File: src/source/wqe_fetch_pkg.sv
`default_nettype none

package wqe_fetch_pkg;

    // one WQE is exactly one AXI data beat
    localparam int WQE_WIDTH  = 512;
    localparam int WQE_BYTES  = WQE_WIDTH / 8;
    localparam int ADDR_WIDTH = 32;

    // QP number field stamped into the WQE
    localparam int QPID_LSB   = 328;
    localparam int QPID_WIDTH = 4;
    localparam int QPID_MSB   = QPID_LSB + QPID_WIDTH - 1;

    // zero bits above the stamped QP number
    localparam int PAD_WIDTH  = WQE_WIDTH - QPID_MSB - 1;

    typedef logic [ADDR_WIDTH-1:0] addr_t;

    // raw memory beat, or the same word with the QP field stamped in
    typedef union packed {
        logic [WQE_WIDTH-1:0] raw;
        struct packed {
            logic [PAD_WIDTH-1:0]  pad;
            logic [QPID_WIDTH-1:0] qpn;
            logic [QPID_LSB-1:0]   body;
        } f;
    } wqe_u;

endpackage

`default_nettype wire

File: src/source/sq_read_execute.sv
`timescale 1ns/100ps
`default_nettype none

module sq_read_execute
    import wqe_fetch_pkg::*;
#(
    parameter int MAX_QP   = 16,
    parameter int SQ_DEPTH = 4096
)(
    input  logic                  clk,
    input  logic                  rst_n,
    input  addr_t                 i_sq_base,
    // command from the scheduler
    input  logic                  i_cmd_valid,
    input  logic [QPID_WIDTH-1:0] i_cmd_qp,
    output logic                  o_cmd_ready,
    // AXI read address channel
    output addr_t                 o_axi_araddr,
    output logic                  o_axi_arvalid,
    input  logic                  i_axi_arready,
    // AXI read data channel
    input  logic [WQE_WIDTH-1:0]  i_axi_rdata,
    input  logic                  i_axi_rvalid,
    output logic                  o_axi_rready,
    // beat handed to the push stage
    output logic                  o_rd_valid,
    output logic [QPID_WIDTH-1:0] o_rd_qp,
    output logic [WQE_WIDTH-1:0]  o_rd_data,
    input  logic                  i_rd_ready
);

    localparam int    PI_WIDTH = (SQ_DEPTH > 1) ? $clog2(SQ_DEPTH) : 1;
    // queues sit back to back from i_sq_base
    localparam addr_t SQ_BYTES = addr_t'(SQ_DEPTH * WQE_BYTES);

    logic [PI_WIDTH-1:0] sq_pi [MAX_QP];
    addr_t               wqe_addr;
    logic                cmd_fire;
    logic                ar_fire;
    logic                r_fire;
    logic                rd_fire;

    // a new command waits until the single WQE in flight has drained
    assign o_cmd_ready = ~(o_axi_arvalid | o_axi_rready | o_rd_valid);

    assign cmd_fire = i_cmd_valid & o_cmd_ready;
    assign ar_fire  = o_axi_arvalid & i_axi_arready;
    assign r_fire   = o_axi_rready & i_axi_rvalid;
    assign rd_fire  = o_rd_valid & i_rd_ready;

    // base + qp * queue size + producer index * WQE size
    assign wqe_addr = i_sq_base
                    + addr_t'(i_cmd_qp) * SQ_BYTES
                    + addr_t'(sq_pi[i_cmd_qp]) * addr_t'(WQE_BYTES);

    // producer index per QP wraps at the queue depth
    always_ff @(posedge clk or negedge rst_n)
    begin
        if (!rst_n)
        begin
            for (int q = 0; q < MAX_QP; q++)
                sq_pi[q] <= '0;
        end
        else
        begin
            for (int q = 0; q < MAX_QP; q++)
            begin
                if (cmd_fire && (i_cmd_qp == QPID_WIDTH'(q)))
                begin
                    if (sq_pi[q] == PI_WIDTH'(SQ_DEPTH - 1))
                        sq_pi[q] <= '0;
                    else
                        sq_pi[q] <= sq_pi[q] + 1'b1;
                end
            end
        end
    end

    // AR -> R -> hand-off sequence
    always_ff @(posedge clk or negedge rst_n)
    begin
        if (!rst_n)
        begin
            o_axi_arvalid <= 1'b0;
            o_axi_rready  <= 1'b0;
            o_rd_valid    <= 1'b0;
        end
        else
        begin
            if (cmd_fire)
                o_axi_arvalid <= 1'b1;
            else if (ar_fire)
                o_axi_arvalid <= 1'b0;

            if (ar_fire)
                o_axi_rready <= 1'b1;
            else if (r_fire)
                o_axi_rready <= 1'b0;

            if (r_fire)
                o_rd_valid <= 1'b1;
            else if (rd_fire)
                o_rd_valid <= 1'b0;
        end
    end

    // address and qp held from command to hand-off
    always_ff @(posedge clk)
    begin
        if (cmd_fire)
        begin
            o_axi_araddr <= wqe_addr;
            o_rd_qp      <= i_cmd_qp;
        end
        if (r_fire)
            o_rd_data <= i_axi_rdata;
    end

endmodule

`default_nettype wire

File: src/source/wqe_fetch_top.sv
`timescale 1ns/100ps
`default_nettype none

module wqe_fetch_top
    import wqe_fetch_pkg::*;
#(
    parameter int MAX_QP   = 16,
    parameter int SQ_DEPTH = 4096
)(
    input  logic                  clk,
    input  logic                  rst_n,
    // arbiter and status
    output logic                  o_fetch_ready,
    input  logic                  i_arbit_val,
    input  logic [QPID_WIDTH-1:0] i_qp_idx,
    input  logic [MAX_QP-1:0]     i_active,
    input  logic [MAX_QP-1:0]     i_wqe_cache_alfull,
    input  addr_t                 i_sq_base,
    // AXI read master
    output addr_t                 o_axi_araddr,
    output logic                  o_axi_arvalid,
    input  logic                  i_axi_arready,
    input  logic [WQE_WIDTH-1:0]  i_axi_rdata,
    input  logic                  i_axi_rvalid,
    output logic                  o_axi_rready,
    // WQE cache
    output logic                  o_wqe_cache_wr,
    output logic [WQE_WIDTH-1:0]  o_wqe,
    input  logic [MAX_QP-1:0]     i_wqe_cache_full
);

    logic                  cmd_valid;
    logic                  cmd_ready;
    logic [QPID_WIDTH-1:0] cmd_qp;
    logic                  rd_valid;
    logic                  rd_ready;
    logic [QPID_WIDTH-1:0] rd_qp;
    logic [WQE_WIDTH-1:0]  rd_data;
    logic                  push_done;

    wqe_sched_decode #(
        .MAX_QP             (MAX_QP)
    ) u_decode (
        .clk                (clk),
        .rst_n              (rst_n),
        .i_active           (i_active),
        .i_wqe_cache_alfull (i_wqe_cache_alfull),
        .i_arbit_val        (i_arbit_val),
        .i_qp_idx           (i_qp_idx),
        .i_cmd_ready        (cmd_ready),
        .i_push_done        (push_done),
        .o_fetch_ready      (o_fetch_ready),
        .o_cmd_valid        (cmd_valid),
        .o_cmd_qp           (cmd_qp)
    );

    sq_read_execute #(
        .MAX_QP             (MAX_QP),
        .SQ_DEPTH           (SQ_DEPTH)
    ) u_execute (
        .clk                (clk),
        .rst_n              (rst_n),
        .i_sq_base          (i_sq_base),
        .i_cmd_valid        (cmd_valid),
        .i_cmd_qp           (cmd_qp),
        .o_cmd_ready        (cmd_ready),
        .o_axi_araddr       (o_axi_araddr),
        .o_axi_arvalid      (o_axi_arvalid),
        .i_axi_arready      (i_axi_arready),
        .i_axi_rdata        (i_axi_rdata),
        .i_axi_rvalid       (i_axi_rvalid),
        .o_axi_rready       (o_axi_rready),
        .o_rd_valid         (rd_valid),
        .o_rd_qp            (rd_qp),
        .o_rd_data          (rd_data),
        .i_rd_ready         (rd_ready)
    );

    wqe_push_result #(
        .MAX_QP             (MAX_QP)
    ) u_result (
        .clk                (clk),
        .rst_n              (rst_n),
        .i_rd_valid         (rd_valid),
        .i_rd_qp            (rd_qp),
        .i_rd_data          (rd_data),
        .o_rd_ready         (rd_ready),
        .i_wqe_cache_full   (i_wqe_cache_full),
        .o_wqe_cache_wr     (o_wqe_cache_wr),
        .o_wqe              (o_wqe),
        .o_push_done        (push_done)
    );

endmodule

`default_nettype wire

File: src/source/wqe_push_result.sv
`timescale 1ns/100ps
`default_nettype none

module wqe_push_result
    import wqe_fetch_pkg::*;
#(
    parameter int MAX_QP = 16
)(
    input  logic                  clk,
    input  logic                  rst_n,
    // beat from the read stage
    input  logic                  i_rd_valid,
    input  logic [QPID_WIDTH-1:0] i_rd_qp,
    input  logic [WQE_WIDTH-1:0]  i_rd_data,
    output logic                  o_rd_ready,
    // WQE cache
    input  logic [MAX_QP-1:0]     i_wqe_cache_full,
    output logic                  o_wqe_cache_wr,
    output logic [WQE_WIDTH-1:0]  o_wqe,
    output logic                  o_push_done
);

    wqe_u beat;
    wqe_u stamped;
    wqe_u wqe_q;
    logic rd_fire;

    // keep the descriptor body, overwrite the QP field, clear the top
    always_comb
    begin
        beat.raw         = i_rd_data;
        stamped.f.pad    = '0;
        stamped.f.qpn    = i_rd_qp;
        stamped.f.body   = beat.f.body;
    end

    // one WQE held at a time
    assign o_rd_ready = ~o_wqe_cache_wr;
    assign rd_fire    = i_rd_valid & o_rd_ready;

    // full is looked up by the QP stamped in the held WQE
    assign o_push_done = o_wqe_cache_wr & ~i_wqe_cache_full[wqe_q.f.qpn];

    always_ff @(posedge clk or negedge rst_n)
    begin
        if (!rst_n)
            o_wqe_cache_wr <= 1'b0;
        else if (rd_fire)
            o_wqe_cache_wr <= 1'b1;
        else if (o_push_done)
            o_wqe_cache_wr <= 1'b0;
    end

    always_ff @(posedge clk)
    begin
        if (rd_fire)
            wqe_q <= stamped;
    end

    assign o_wqe = wqe_q.raw;

endmodule

`default_nettype wire

File: src/source/wqe_sched_decode.sv
`timescale 1ns/100ps
`default_nettype none

module wqe_sched_decode
    import wqe_fetch_pkg::*;
#(
    parameter int MAX_QP = 16
)(
    input  logic                  clk,
    input  logic                  rst_n,
    input  logic [MAX_QP-1:0]     i_active,
    input  logic [MAX_QP-1:0]     i_wqe_cache_alfull,
    input  logic                  i_arbit_val,
    input  logic [QPID_WIDTH-1:0] i_qp_idx,
    input  logic                  i_cmd_ready,
    input  logic                  i_push_done,
    output logic                  o_fetch_ready,
    output logic                  o_cmd_valid,
    output logic [QPID_WIDTH-1:0] o_cmd_qp
);

    localparam logic [1:0] S_IDLE  = 2'd0;
    localparam logic [1:0] S_ISSUE = 2'd1;
    localparam logic [1:0] S_WAIT  = 2'd2;

    logic [1:0]            state;
    logic [1:0]            state_nxt;
    logic [QPID_WIDTH-1:0] qp_q;
    logic                  grant;
    logic                  req_ok;

    // a grant only counts while we are asking for one
    assign grant  = i_arbit_val & o_fetch_ready;
    // something to fetch and somewhere to put it
    assign req_ok = (|i_active) & ~(&i_wqe_cache_alfull);

    always_comb
    begin
        state_nxt = state;
        case (state)
            S_IDLE:
            begin
                if (grant)
                    state_nxt = S_ISSUE;
            end
            S_ISSUE:
            begin
                if (i_cmd_ready)
                    state_nxt = S_WAIT;
            end
            S_WAIT:
            begin
                if (i_push_done)
                    state_nxt = S_IDLE;
            end
            default:
            begin
                state_nxt = S_IDLE;
            end
        endcase
    end

    always_ff @(posedge clk or negedge rst_n)
    begin
        if (!rst_n)
        begin
            state         <= S_IDLE;
            o_fetch_ready <= 1'b0;
        end
        else
        begin
            state         <= state_nxt;
            // request again right after the previous WQE has been pushed
            o_fetch_ready <= req_ok & (((state == S_IDLE) & ~grant) |
                                       ((state == S_WAIT) & i_push_done));
        end
    end

    // granted QP held for the whole fetch
    always_ff @(posedge clk)
    begin
        if (grant)
            qp_q <= i_qp_idx;
    end

    assign o_cmd_valid = (state == S_ISSUE);
    assign o_cmd_qp    = qp_q;

endmodule

`default_nettype wire

File: config.mk
export PLATFORM = sky130hd
export DESIGN_NAME = wqe_fetch_top
export DESIGN_NICKNAME = d
export VERILOG_FILES = /design/src/source/wqe_fetch_pkg.sv /design/src/source/sq_read_execute.sv /design/src/source/wqe_fetch_top.sv /design/src/source/wqe_push_result.sv /design/src/source/wqe_sched_decode.sv
export SDC_FILE = /design/constraint.sdc
export NUM_CORES = 1
export LEC_CHECK = 0
export BUFFER_PORTS_ARGS = -buffer_cell sky130_fd_sc_hd__buf_2
export CAP_MARGIN = 20
export CORE_AREA = 4 4 451 453
export CTS_CLUSTER_DIAMETER = 120
export DETAILED_ROUTE_END_ITERATION = 10
export DIE_AREA = 0 0 455 457
export PLACE_DENSITY_LB_ADDON = 0.1
export SYNTH_ARGS = -nofsm -noshare
export SYNTH_HDL_FRONTEND = slang
export SYNTH_SLANG_ARGS = --single-unit
File: constraint.sdc
create_clock -name clk -period 45 [get_ports clk]
set_clock_uncertainty 0.2 [all_clocks]
set_input_delay 6.75 -clock clk [delete_from_list [all_inputs] [get_ports clk]]
set_output_delay 6.75 -clock clk [all_outputs]
set_load 0.05 [all_outputs]
### Yosys cells after proc, flatten, opt, wreduce, memory -nomap -nowiden

Cells that the tools add are included.

* input port bits: 601
* output and inout port bits: 548
* word-level logic and storage cells: 160
* flip-flop bits (word level): 899

* add/sub/neg operators: 18
* order comparisons: 2
* equal/unequal tests: 36
* bitwise gates (word level): 19
* reduce and logical (&&, ||, !) cells: 25
* mux-type cells: 33

Operator list (count)
* 12-bit 2-to-1 mux: 18
* 12-bit by 1-bit adder with 12-bit output (second input constant): 16
* 12-bit equality test (second input constant): 16
* 12-bit binary-select mux with 4-bit select: 1
* 32-bit by 18-bit adder with 32-bit output: 1
* 32-bit by 22-bit adder with 32-bit output: 1
* 4-bit equality test (second input constant): 8
* 4-bit by 3-bit equality test with 1-bit output (second input constant): 4
* 1-bit logical AND: 16
* 16-bit AND reduction: 1
* 16-bit OR reduction: 1
* 1-bit AND: 10
* 1-bit 2-to-1 mux: 9
* 4-bit by 2-bit equality test with 1-bit output (second input constant): 2
* 2-bit nonzero test: 4
* 2-bit 2-to-1 mux: 3
* 2-bit case mux with 3 select lines: 1
* 5-bit >= comparator (second input constant): 1
* 4-bit by 5-bit less-than comparator with 1-bit output (second input constant): 1
* 1-bit inverter: 5
* 4-bit inverter with 5-bit output: 1
* 1-bit binary-select mux with 4-bit select: 1
* 4-bit by 1-bit equality test with 1-bit output (second input constant): 1
* 4-bit zero test: 1
* other kinds (7): 10

### Longest topological paths before layout

Gate-level depths: netlist of the first run.

* word-level depth: 7
* gate-level depth with buffers: 14
* gate-level depth less buffers: 12

### Cells and area by module

Synthesis of the first run repeated with hierarchy kept, for this count alone.

* cell total of the unflattened synthesis: 2359
* area total of the unflattened synthesis: 40472.6 um^2

Modules (own cells, without submodules)
* sq_read_execute: instances 1, area an instance 28628.7 um^2, sequential area each 21335.5 um^2, cells an instance 1797
* wqe_push_result: instances 1, area an instance 11523.6 um^2, sequential area each 9994.6 um^2, cells an instance 534
* wqe_sched_decode: instances 1, area an instance 320.3 um^2, sequential area each 195.2 um^2, cells an instance 28

### Least setup slack after synthesis of the first run

OpenSTA, ideal clock, no wires.

* path kind: reg-to-reg
* start point: register u_result.o_wqe_cache_wr
* end point: register u_result.wqe_q (netlist bit u_result.o_wqe[0]), enable pin
* slack: 28.611 ns
* library setup time: 1.067 ns
* stages on the path, launching flop included: 2
* path buffers: 0
* period minus slack after synthesis: 16.389 ns
* data required time: 43.733 ns
* data arrival time: 15.122 ns
* cells stage by stage: dfrtp_1 -> nor2b_1

* longest elaborated chain between the ends: 2

Ends and longest elaborated chain
* start, declared: line wqe_push_result.sv:18 `output logic o_wqe_cache_wr,`
* start signal, assigned: line wqe_push_result.sv:47 `o_wqe_cache_wr <= 1'b0;`
* start signal, assigned: line wqe_push_result.sv:49 `o_wqe_cache_wr <= 1'b1;`
* start signal, assigned: line wqe_push_result.sv:51 `o_wqe_cache_wr <= 1'b0;`
* 1-bit inverter: line wqe_push_result.sv:38 `assign o_rd_ready = ~o_wqe_cache_wr;`
* 1-bit AND
* via u_execute.rd_fire: line sq_read_execute.sv:41 `logic rd_fire;`
* end signal, assigned: line wqe_push_result.sv:57 `wqe_q <= stamped;`
* end, declared: line wqe_push_result.sv:25 `wqe_u wqe_q;`

The timed path passes the listed nets, and every way through them passes these cells.
A chain may end at the register's enable or synchronous reset.

### Worst setup path after layout of the first run

* start point: input port i_axi_rvalid
* end point: register u_execute.o_rd_data[203], enable pin

* longest elaborated chain between the ends: 1

Ends and longest elaborated chain
* start, declared: line wqe_fetch_top.sv:24 `input logic i_axi_rvalid,`
* 1-bit AND: line sq_read_execute.sv:48 `assign r_fire = o_axi_rready & i_axi_rvalid;`
* via u_execute.r_fire: line sq_read_execute.sv:40 `logic r_fire;`
* end signal, assigned: line sq_read_execute.sv:116 `o_rd_data <= i_axi_rdata;`
* end, declared: line sq_read_execute.sv:28 `output logic [WQE_WIDTH-1:0] o_rd_data,`

The timed path passes the listed nets, and every way through them passes these cells.

==> impl_metrics.toml, run 1 <==
[outcome]
run_status = "completed"

[yosys]
ys_seq_area_frac = 0.759
postSynth.asyncResetShare = 0.221
muxShareOfSynthArea = 0.0449
synthXorXnorAreaFrac = 0.0368
synth_compound_area_frac = 0.0255
synthesis.area_per_instance_um2 = 16.7
ys_seq_elements = 899
synth_area_um2 = 34200
synth-simple-area-share = 0.0764
count_of_flip_flops_with_a_built_in_enable_after_synthesis = 700
ys_warn_count = 0
synth.lib_cells_used.distinct = 59
post_synth_inst_count = 2052
ys_dominant_reg_cell = "edfxtp_1"
dominant_combinational_cell_family_by_area_after_synthesis = "simple AND/OR/NAND/NOR gates"
post_synth_fa_ha_maj_area_fraction = 0.0123

[power]
internal_power_mw = 1.62
seqPwrFrac = 0.446
power_frac_clock = 0.368
powerDensity_nw_per_um2 = 53.4
power.combinational.fraction = 0.186
total_switching_power_mw = 0.760
irDropWorstVdd_uv = 31.0
power.switching_fraction = 0.319
power.leakage_nw = 17.0

[timing]
final-setup-viol-count = 0
report.final.slew_viol_count = 0
post_route_clock_period_utilization = 0.214
finalWorstSetupSlack_ps = 35350
max_freq_mhz = 104
slew_headroom = 0.339
grt_setup_unrepaired = "false"
fin_setup_tns_ps = 0
tightestPinTransition_ps = 984
finalCriticalPeriod_ps = 9650
hold_viol = 0

[routing]
routed_wire_length_per_instance_um = 22.6
dr_total_vias = 20300
drt_drc_violations_left = 0
drt_iter0_drc = 1172
drtAntennaViolNets = 0
routed_wirelength_um = 129000
drt_pre_antenna_iters = 5
viasPerCell = 3.55

[global_route]
first_global_vias = 20100
antenna_found_initial = 115
globalRouteOverflowTotal = 0
grt_util_all_layers = 0.119
largest_net_degree_at_the_start_of_global_routing = 136
grt_pass1_wl_um = 172000

[clock_network]
cts_sink_count = 899
post-cts-setup-buffer-count = 0
cts_htree_levels = 3
postCtsResizedCells = 0
hold_buffers = 0
cts_buffers = 105
cts_tree = "yes"
clock_tree.root_cell = "clkbuf_16"
clock_edge_transition_at_the_registers_on_the_reported_setup_and_hold_paths_ps = 60
insertion_delay_ps = 710
ctsLongestPathBuffers = 3

[floorplanning]
num_io_pins = 1149
initial_core_util = 0.172
die_y_um = 457
fp-row-count = 164
die_area_um2 = 208000
coreArea_um2 = 199000
die_width_um = 455

[setup_path]
worst_path_cell_chain = "buf_2, and2_4, buf_4, buf_4, buf_4"
worst_ep_required_time_ps = 45140
cpPeakStageDelay_ps = 760
cpMaxStageDelayCell = "buf_4"
worst_ep_arrival_time_ps = 9780
worst-path-max-fanout = 57
worst_setup_path_start_kind = "primary input"
worst_path_most_repeated_cell = "buf_4"
crit_path_category = "primary input to flip-flop"
critical_path.n_buffers_inverters = 4
cpLargestDelayFamily = "buffers and inverters"
critical_path.endpoint_type = "flip-flop"

[finish]
mostFrequentLayoutCells = "783 x buf_2, 700 x edfxtp_1, 199 x dfrtp_1, 180 x conb_1, 161 x nand2_1"
final_util = 0.223
post_route_cells_drive_above_1_share = 0.342
flow.area_growth_from_synthesis_pct = 30.0
nNetsFinal = 3574
layout.cells.most_common = "buf_2"
num-fill-cells = 21200
final_area_um2 = 44500

[placed_design]
hpwlAfterDp_um = 101000
detailedPlace.worstSlack_ps = 34430
dpl_cell_area_um2 = 40900
place.gp.congestion = 0.746
buffer_ports.inserted = 784

[flow_run]
max_cap_violations = 0

[hold_path]
hold_path_class = "flip-flop to flip-flop"
-- stage by stage --
step | power, mW | std cells | hold WS [ps]
3_3_place_gp | 1.54 | 5487 | 200
6_report | 2.38 | 5717 | 176
5_1_grt | 2.48 | 5694 | 172
3_5_place_dp | 1.54 | 5488 | 205
2_1_floorplan | 1.43 | 2231 | 200
4_1_cts | 2.44 | 5686 | 161
-- routing by layer --
| metal | wire length, µm | part of all wire | track usage | up-vias |
|---|---|---|---|---|
| met1 | 47500 | 0.37 | 0.129 | 10000 |
| met2 | 66700 | 0.52 | 0.218 | 758 |
| met5 | 362 | 0.0028 | 0 | - |
| met4 | 2640 | 0.020 | 0.0266 | 56 |
| met3 | 12200 | 0.094 | 0.0442 | 266 |
| li1 | - | - | - | 9164 |
-- final timing paths --
| check | start | end | slack (ps) | cells after the start |
|---|---|---|---|---|
| setup / recovery | i_axi_rvalid | u_execute.o_rd_data[203] | 35350 | 5 |
| hold / removal | u_execute.o_rd_data[237] | u_result.o_wqe[237] | 180 | 0 |
| setup reg to reg | u_decode.o_cmd_qp[0] | u_execute.o_axi_araddr[28] | 39080 | 13 |
| hold reg to reg | u_execute.o_rd_data[237] | u_result.o_wqe[237] | 180 | 0 |
| max in group asynchronous | rst_n | u_execute.sq_pi[149] | 37260 | 2 |
| min in group asynchronous | rst_n | u_execute.sq_pi[96] | 5920 | 1 |
-- state kept, by name (all words and copies together) (netlist names) --
name	cells
u_execute.o_axi_rready	1
u_execute.o_rd_data	328
u_decode.o_fetch_ready	1
u_execute.o_rd_valid	1
u_execute.o_axi_araddr	32
u_decode.o_cmd_qp	4
u_execute.sq_pi	192
u_decode.state	2
u_result.o_wqe_cache_wr	1
u_execute.o_rd_qp	4
u_execute.o_axi_arvalid	1
u_result.o_wqe	332
-- cell type report --
class / instances / area [µm²] / share of cell area
well taps: 2656 / 3320 / 0.0746
repair buffers: 807 / 4130 / 0.0928
flip-flops and latches: 899 / 26000 / 0.584
clock inverters: 70 / 728 / 0.0164
inverters: 20 / 75.1 / 0.00169
multi-input cells: 1107 / 7400 / 0.166
clock buffers: 128 / 2790 / 0.0626
diodes: 30 / 75.1 / 0.00169
-- cells by family after synthesis --
kind of cell | count (synthesis)
and+or+nand+nor | 535
xor gates and xnor gates | 144
muxes | 72
DFF | 899
buffers and inverters | 225
AOI/OAI and AO/OA | 143
other | 1
adders and majority gates | 33
-- worst register-to-register path: stages (launching register included) --
cell      delay (ps)
edfxtp_1         320
buf_4            430
buf_4            650
mux4_2           660
mux4_2           570
ha_1             520
o211ai_1         140
a21oi_1          160
a211oi_1          70
buf_4            180
o41ai_1          810
a21oi_1          450
a211oi_1         410
xor2_1           110
-- synthesized netlist by cell type (6+ instances only) --
cell / number / area (µm²)
nor2b_1: 8 / 50.1
nor4_1: 11 / 68.8
nand4_1: 40 / 250
inv_1: 20 / 75.1
and3_1: 32 / 200
and4_1: 8 / 70.1
edfxtp_1: 700 / 21000
nand2_1: 161 / 604
nand3_1: 80 / 400
o31ai_1: 9 / 67.6
buf_4: 180 / 1350
nor2_1: 109 / 409
and2_1: 9 / 56.3
clkbuf_1: 16 / 60.1
a21o_1: 13 / 97.6
dfrtp_1: 199 / 4980
nor3_1: 27 / 135
o21ai_0: 55 / 275
ha_1: 32 / 400
or3_1: 17 / 106
xnor2_1: 96 / 841
buf_1: 6 / 22.5
mux4_2: 65 / 1460
nand2b_1: 12 / 75.1
xor2_1: 48 / 420
a21oi_1: 31 / 155
-- power by group through the flow --
| stage | sequential [mW] | combinational, mW | clock (mW) |
|---|---|---|---|
| after CTS | 1.06 | 0.456 | 0.917 |
| after global routing | 1.07 | 0.467 | 0.945 |
| after global placement | 1.08 | 0.456 | 0 |
| after detailed placement | 1.08 | 0.456 | 0 |
| after floorplan | 1.29 | 0.136 | 0 |
| final | 1.06 | 0.442 | 0.875 |
No activity file was read; power rests on OpenSTA's default activity.
==> inputs of run 2 (changes only) <==
==> constraint.sdc (replaced) <==
create_clock -name clk -period 9.3 [get_ports clk]
set_clock_uncertainty 0.2 [all_clocks]
set_input_delay 1.395 -clock clk [delete_from_list [all_inputs] [get_ports clk]]
set_output_delay 1.395 -clock clk [all_outputs]
set_load 0.05 [all_outputs]
==> impl_metrics.toml, run 2 (same netlist as run 1, synthesis figures left out) <==
[outcome]
run_status = "completed"

[global_route]
antenna_found_initial = 109
globalRouteOverflowTotal = 0
grt_pass1_wl_um = 167000
largest_net_degree_at_the_start_of_global_routing = 130
first_global_vias = 20100
grt_util_all_layers = 0.114

[hold_path]
hold_path_class = "flip-flop to flip-flop"

[setup_path]
worst-path-max-fanout = 29
worst_ep_required_time_ps = 9580
critical_path.endpoint_type = "flip-flop"
worst_setup_path_start_kind = "flip-flop"
crit_path_category = "flip-flop to flip-flop"
worst_ep_arrival_time_ps = 5610

[clock_network]
post-cts-setup-buffer-count = 0
clock_tree.root_cell = "clkbuf_16"
postCtsResizedCells = 0
cts_tree = "yes"
insertion_delay_ps = 740
cts_sink_count = 899
cts_buffers = 112
ctsLongestPathBuffers = 3
hold_buffers = 0
cts_htree_levels = 3
clock_edge_transition_at_the_registers_on_the_reported_setup_and_hold_paths_ps = 60

[timing]
tightestPinTransition_ps = 1040
finalCriticalPeriod_ps = 5330
report.final.slew_viol_count = 0
hold_viol = 0
grt_setup_unrepaired = "false"
fin_setup_tns_ps = 0
slew_headroom = 0.305
final-setup-viol-count = 0
post_route_clock_period_utilization = 0.574
max_freq_mhz = 187

[placed_design]
buffer_ports.inserted = 784
dpl_cell_area_um2 = 40900
hpwlAfterDp_um = 94100
placedCellCount = 5488
place.gp.congestion = 0.762

[floorplanning]
initial_core_util = 0.172
die_width_um = 455
num_io_pins = 1149
coreArea_um2 = 199000
die_area_um2 = 208000
fp-row-count = 164
die_y_um = 457

[routing]
routed_wirelength_um = 124000
drt_iter0_drc = 1337
routed_wire_length_per_instance_um = 21.6
dr_total_vias = 20300
drtAntennaViolNets = 0
drt_drc_violations_left = 0
viasPerCell = 3.54
drt_pre_antenna_iters = 5

[finish]
num-fill-cells = 21200
mostFrequentLayoutCells = "783 x buf_2, 700 x edfxtp_1, 199 x dfrtp_1, 180 x conb_1, 161 x nand2_1"
nNetsFinal = 3580
layout.cells.most_common = "buf_2"
multi_input_comb_area_um2 = 7400
post_route_cells_drive_above_1_share = 0.345
final_area_um2 = 44600
flow.area_growth_from_synthesis_pct = 30.2
register_area_um2 = 26000
largest_register_ffs = 332
post_layout_nonfiller_instances = 5736

[power]
irDropWorstVdd_uv = 147
powerDensity_nw_per_um2 = 259
power.leakage_nw = 17.1

[flow_run]
max_cap_violations = 0
run 2: changes by cell type in the layout (fill, tap and decap cells not counted), sizes merged:
cell / change
clkbuf: +22
clkinv: -12
bufinv: -6
clkinvlp: +5
diode: +5
inv: +5
run 2: final timing paths:
check                                        startpoint                    endpoint  slack [ps]  cells past startpoint
worst max-delay path               u_decode.o_cmd_qp[0]  u_execute.o_axi_araddr[28]        3970                     12
worst min-delay path            u_execute.o_rd_data[29]          u_result.o_wqe[29]         180                      0
worst max register to register     u_decode.o_cmd_qp[0]  u_execute.o_axi_araddr[28]        3970                     12
worst min register to register  u_execute.o_rd_data[29]          u_result.o_wqe[29]         180                      0
max in group asynchronous                         rst_n        u_execute.sq_pi[188]        7020                      2
min in group asynchronous                         rst_n         u_execute.sq_pi[49]         470                      1
run 2: where the power goes:
| part | switching (mW) | internal [mW] |
|---|---|---|
| registers | 0.184 | 4.96 |
| logic | 1.72 | 0.387 |
| clock network | 1.81 | 2.47 |
| total | 3.71 | 7.82 |
run 2: layer usage:
layer / part of all wire / global-route usage / up-vias
met1: 0.38 / 0.128 / 9998
li1: - / - / 9197
met3: 0.10 / 0.0499 / 258
met2: 0.48 / 0.192 / 774
met4: 0.029 / 0.0374 / 54
met5: 0.0027 / 0 / -
run 2: critical path, cell delays in order (launching register included):
cell      delay (ps)
edfxtp_1         320
buf_4            460
buf_4            600
mux4_2           640
mux4_2           480
ha_1             430
o211ai_1         120
a21oi_1          130
a211oi_1         120
o41ai_1          770
a21oi_1          280
a211oi_1         340
xor2_1           110
run 2: metrics by stage:
step / setup slack (ps) / util / hold WS [ps] / power [mW]
4_1_cts: 3840 / 0.223 / 185 / 11.8
6_report: 3970 / 0.224 / 180 / 11.5
2_1_floorplan: 3060 / - / 200 / 6.75
3_3_place_gp: 3800 / 0.205 / 200 / 7.41
5_1_grt: 3630 / 0.223 / 182 / 12.1
3_5_place_dp: 3890 / 0.205 / 205 / 7.40
run 2: area by class of cell:
cell class / instances / area share
Sequential cell: 899 / 0.583
Timing Repair Buffer: 806 / 0.0928
Antenna cell: 35 / 0.00196
Clock buffer: 151 / 0.0677
Inverter: 20 / 0.00168
Tap cell: 2656 / 0.0745
Multi-Input combinational cell: 1107 / 0.166
Clock inverter: 62 / 0.0125
==> inputs of run 3 (changes only) <==
--- a/config.mk
+++ b/config.mk
@@ -5,12 +5,13 @@
 export SDC_FILE = /design/constraint.sdc
 export NUM_CORES = 1
 export LEC_CHECK = 0
+export ABC_AREA = 1
 export BUFFER_PORTS_ARGS = -buffer_cell sky130_fd_sc_hd__buf_2
 export CAP_MARGIN = 20
-export CORE_AREA = 4 4 451 453
+export CORE_AREA = 4 4 450 452
 export CTS_CLUSTER_DIAMETER = 120
 export DETAILED_ROUTE_END_ITERATION = 10
-export DIE_AREA = 0 0 455 457
+export DIE_AREA = 0 0 454 456
 export PLACE_DENSITY_LB_ADDON = 0.1
 export SYNTH_ARGS = -nofsm -noshare
 export SYNTH_HDL_FRONTEND = slang
==> constraint.sdc (replaced) <==
create_clock -name clk -period 5.5 [get_ports clk]
set_clock_uncertainty 0.2 [all_clocks]
set_input_delay 0.825 -clock clk [delete_from_list [all_inputs] [get_ports clk]]
set_output_delay 0.825 -clock clk [all_outputs]
set_load 0.05 [all_outputs]
==> impl_metrics.toml, run 3 <==
[flow_run]
max_cap_violations = 0

[power]
power.leakage_nw = 18.7
irDropWorstVdd_uv = 252
powerDensity_nw_per_um2 = 455

[global_route]
grt_util_all_layers = 0.132
globalRouteOverflowTotal = 0
antenna_found_initial = 69
largest_net_degree_at_the_start_of_global_routing = 98
first_global_vias = 24300
grt_pass1_wl_um = 194000

[yosys]
post_synth_fa_ha_maj_area_fraction = 0.0117
synth.lib_cells_used.distinct = 45
dominant_combinational_cell_family_by_area_after_synthesis = "simple AND/OR/NAND/NOR gates"
ys_seq_area_frac = 0.721
ys_dominant_reg_cell = "edfxtp_1"
count_of_flip_flops_with_a_built_in_enable_after_synthesis = 700
synth-simple-area-share = 0.126
synth_compound_area_frac = 0.0478
synthTopCellsByCount = "700 x edfxtp_1, 418 x nand2_1, 272 x inv_1"
synth_top_area_cell = "edfxtp_1"
synth_area_um2 = 36100
ys_seq_elements = 899
synthXorXnorAreaFrac = 0.0228
synthMostInstantiatedCell = "edfxtp_1"
muxShareOfSynthArea = 0
cell_types_occupying_the_most_area_after_synthesis = "edfxtp_1 58%, dfrtp_1 14%, nand2_1 4.3%"
netlist.area_leader.share = 0.583
post_synth_inst_count = 2805
synthesis.area_per_instance_um2 = 12.9
postSynth.asyncResetShare = 0.221
ys_warn_count = 0

[finish]
layout.cells.most_common = "buf_2"
mostFrequentLayoutCells = "783 x buf_2, 700 x edfxtp_1, 417 x nand2_1, 271 x inv_1, 198 x dfrtp_1"
flow.area_growth_from_synthesis_pct = 31.8
post_layout_nonfiller_instances = 6565
final_util = 0.239
final_area_um2 = 47600
nNetsFinal = 4433
largest_register_ffs = 332
num-fill-cells = 21300
post_route_cells_drive_above_1_share = 0.270

[clock_network]
clock_edge_transition_at_the_registers_on_the_reported_setup_and_hold_paths_ps = 60
insertion_delay_ps = 710
post-cts-setup-buffer-count = 0
cts_htree_levels = 3
ctsLongestPathBuffers = 3
postCtsResizedCells = 0
hold_buffers = 103
cts_sink_count = 899
cts_buffers = 109
cts_tree = "yes"
clock_tree.root_cell = "clkbuf_16"

[timing]
finalCriticalPeriod_ps = 4490
final-setup-viol-count = 0
hold_viol = 0
worst_hold_slack_ps = 83.2
grt_setup_unrepaired = "false"
max_freq_mhz = 222
slew_headroom = 0.393
post_route_clock_period_utilization = 0.817
report.final.slew_viol_count = 0
tightestPinTransition_ps = 911

[setup_path]
cpPeakStageDelay_ps = 500
worst_setup_path_startpoint = "u_decode.o_cmd_qp[0]"
worst_r2r_startpoint = "u_decode.o_cmd_qp[0]"
worst_setup_path_start_kind = "flip-flop"
worst_path_cell_chain = "inv_1, nand2_2, buf_4, buf_4, o22ai_1, o21ai_0, nand4_1, ha_1, inv_1, fa_1, inv_1, nand3_1, nand2_1, a21oi_1, o21ai_0, nand2_1, nand2_1, nand2_1"
critical_path.endpoint_type = "flip-flop"
worstReg2RegEnd = "u_execute.o_axi_araddr[26]"
cpMaxStageDelayCell = "edfxtp_1"
worst-path-max-fanout = 23
worst_ep_arrival_time_ps = 4750
worst_path_most_repeated_cell = "nand2_1"
worst_ep_required_time_ps = 5760
cells_on_worst_reg2reg_path = 18
cpLargestDelayFamily = "simple AND/OR/NAND/NOR gates"
critical_path.n_buffers_inverters = 5
crit_path_category = "flip-flop to flip-flop"
ff_to_ff_setup_slack_ps = 1010

[floorplanning]
die_y_um = 456
coreArea_um2 = 199000
fp-row-count = 164
initial_core_util = 0.181
die_area_um2 = 207000
num_io_pins = 1149
die_width_um = 454

[routing]
routed_wire_length_per_instance_um = 21.7
dr_total_vias = 24600
drt_pre_antenna_iters = 7
drtAntennaViolNets = 0
viasPerCell = 3.74
drt_drc_violations_left = 0
routed_wirelength_um = 142000
drt_iter0_drc = 1675

[hold_path]
worstHoldEndpoint = "u_execute.o_rd_data[5]"
hold_path_class = "primary input to flip-flop"
critical_hold_path_startpoint = "i_axi_rdata[5]"
worst_hold_depth = 1

[placed_design]
place.gp.congestion = 0.828
dpl_cell_area_um2 = 42800
placedCellCount = 6241
buffer_ports.inserted = 784
hpwlAfterDp_um = 112000

[outcome]
run_status = "completed"
==> run 3: cell types whose count changed after synthesis, moves of 28 or more <==
cell | previous run | this run
nand2_1 | 161 | 418
inv_1 | 20 | 272
o21ai_0 | 55 | 162
xnor2_1 | 96 | 5
nand3_1 | 80 | 161
o22ai_1 | 1 | 76
mux4_2 | 65 | 0
nor2_1 | 109 | 155
nand4_1 | 40 | 84
nor3_1 | 27 | 71
xor2_1 | 48 | 89
and3_1 | 32 | 4
==> run 3: cell type report <==
cell class,instances,area (µm²),area share
multi-input combinational,1589,8200,0.172
clock buffer,133,2890,0.0608
antenna,17,42.5,0.000895
timing repair buffer,920,5260,0.111
clock inverter,71,776,0.0163
inverter,280,1050,0.0222
tap,2656,3320,0.0699
sequential,899,26000,0.547
==> run 3: power by group <==
group          switching [mW]  internal [mW]  total [mW]  leakage (nW)
clock                    3.03           4.40        7.43          1.80
combinational            4.33          0.804        5.13          7.67
sequential              0.344           8.71        9.06          9.18
==> run 3: worst reg2reg max path, delay by kind of cell, from the launching register on <==
kind                       cells  cell delay [ps]
DFF                            1              500
and+or+nand+nor                7              980
adders and majority gates      2              680
AOI/OAI and AO/OA              4              960
buffers and inverters          5              940
==> run 3: stage by stage <==
step | power [mW] | setup TNS, ps | worst slack (ps)
after detailed placement | 14.4 | 0 | 982
after floorplan | 12.8 | -492740 | -868
after global routing | 22.6 | 0 | 710
after CTS | 22.1 | 0 | 975
final | 21.6 | 0 | 1010
after global placement | 14.4 | 0 | 1010
==> run 3: routing by layer <==
layer	global-route usage	vias up	share of wire
met4	0.0347	34	0.023
met1	0.151	12000	0.39
met2	0.242	791	0.52
met3	0.0312	223	0.068
li1	-	11500	-
met5	0	-	0.0015
==> run 3: logic make-up after synthesis <==
family / count (synthesis)
xor+xnor: 94
other cells: 1
simple gates: 975
fa+ha+maj: 33
buf+inv: 496
compound gates: 307
flops: 899
==> run 3: worst max path at each step <==
stage,endpoint,cells after the start
finish,u_execute.o_axi_araddr[26],18
global route,u_execute.o_axi_araddr[26],18
CTS,u_execute.o_axi_araddr[26],18
detailed placement,u_execute.o_axi_araddr[26],18
global placement,u_execute.o_axi_araddr[26],18
floorplan,u_execute.o_rd_data[0],2
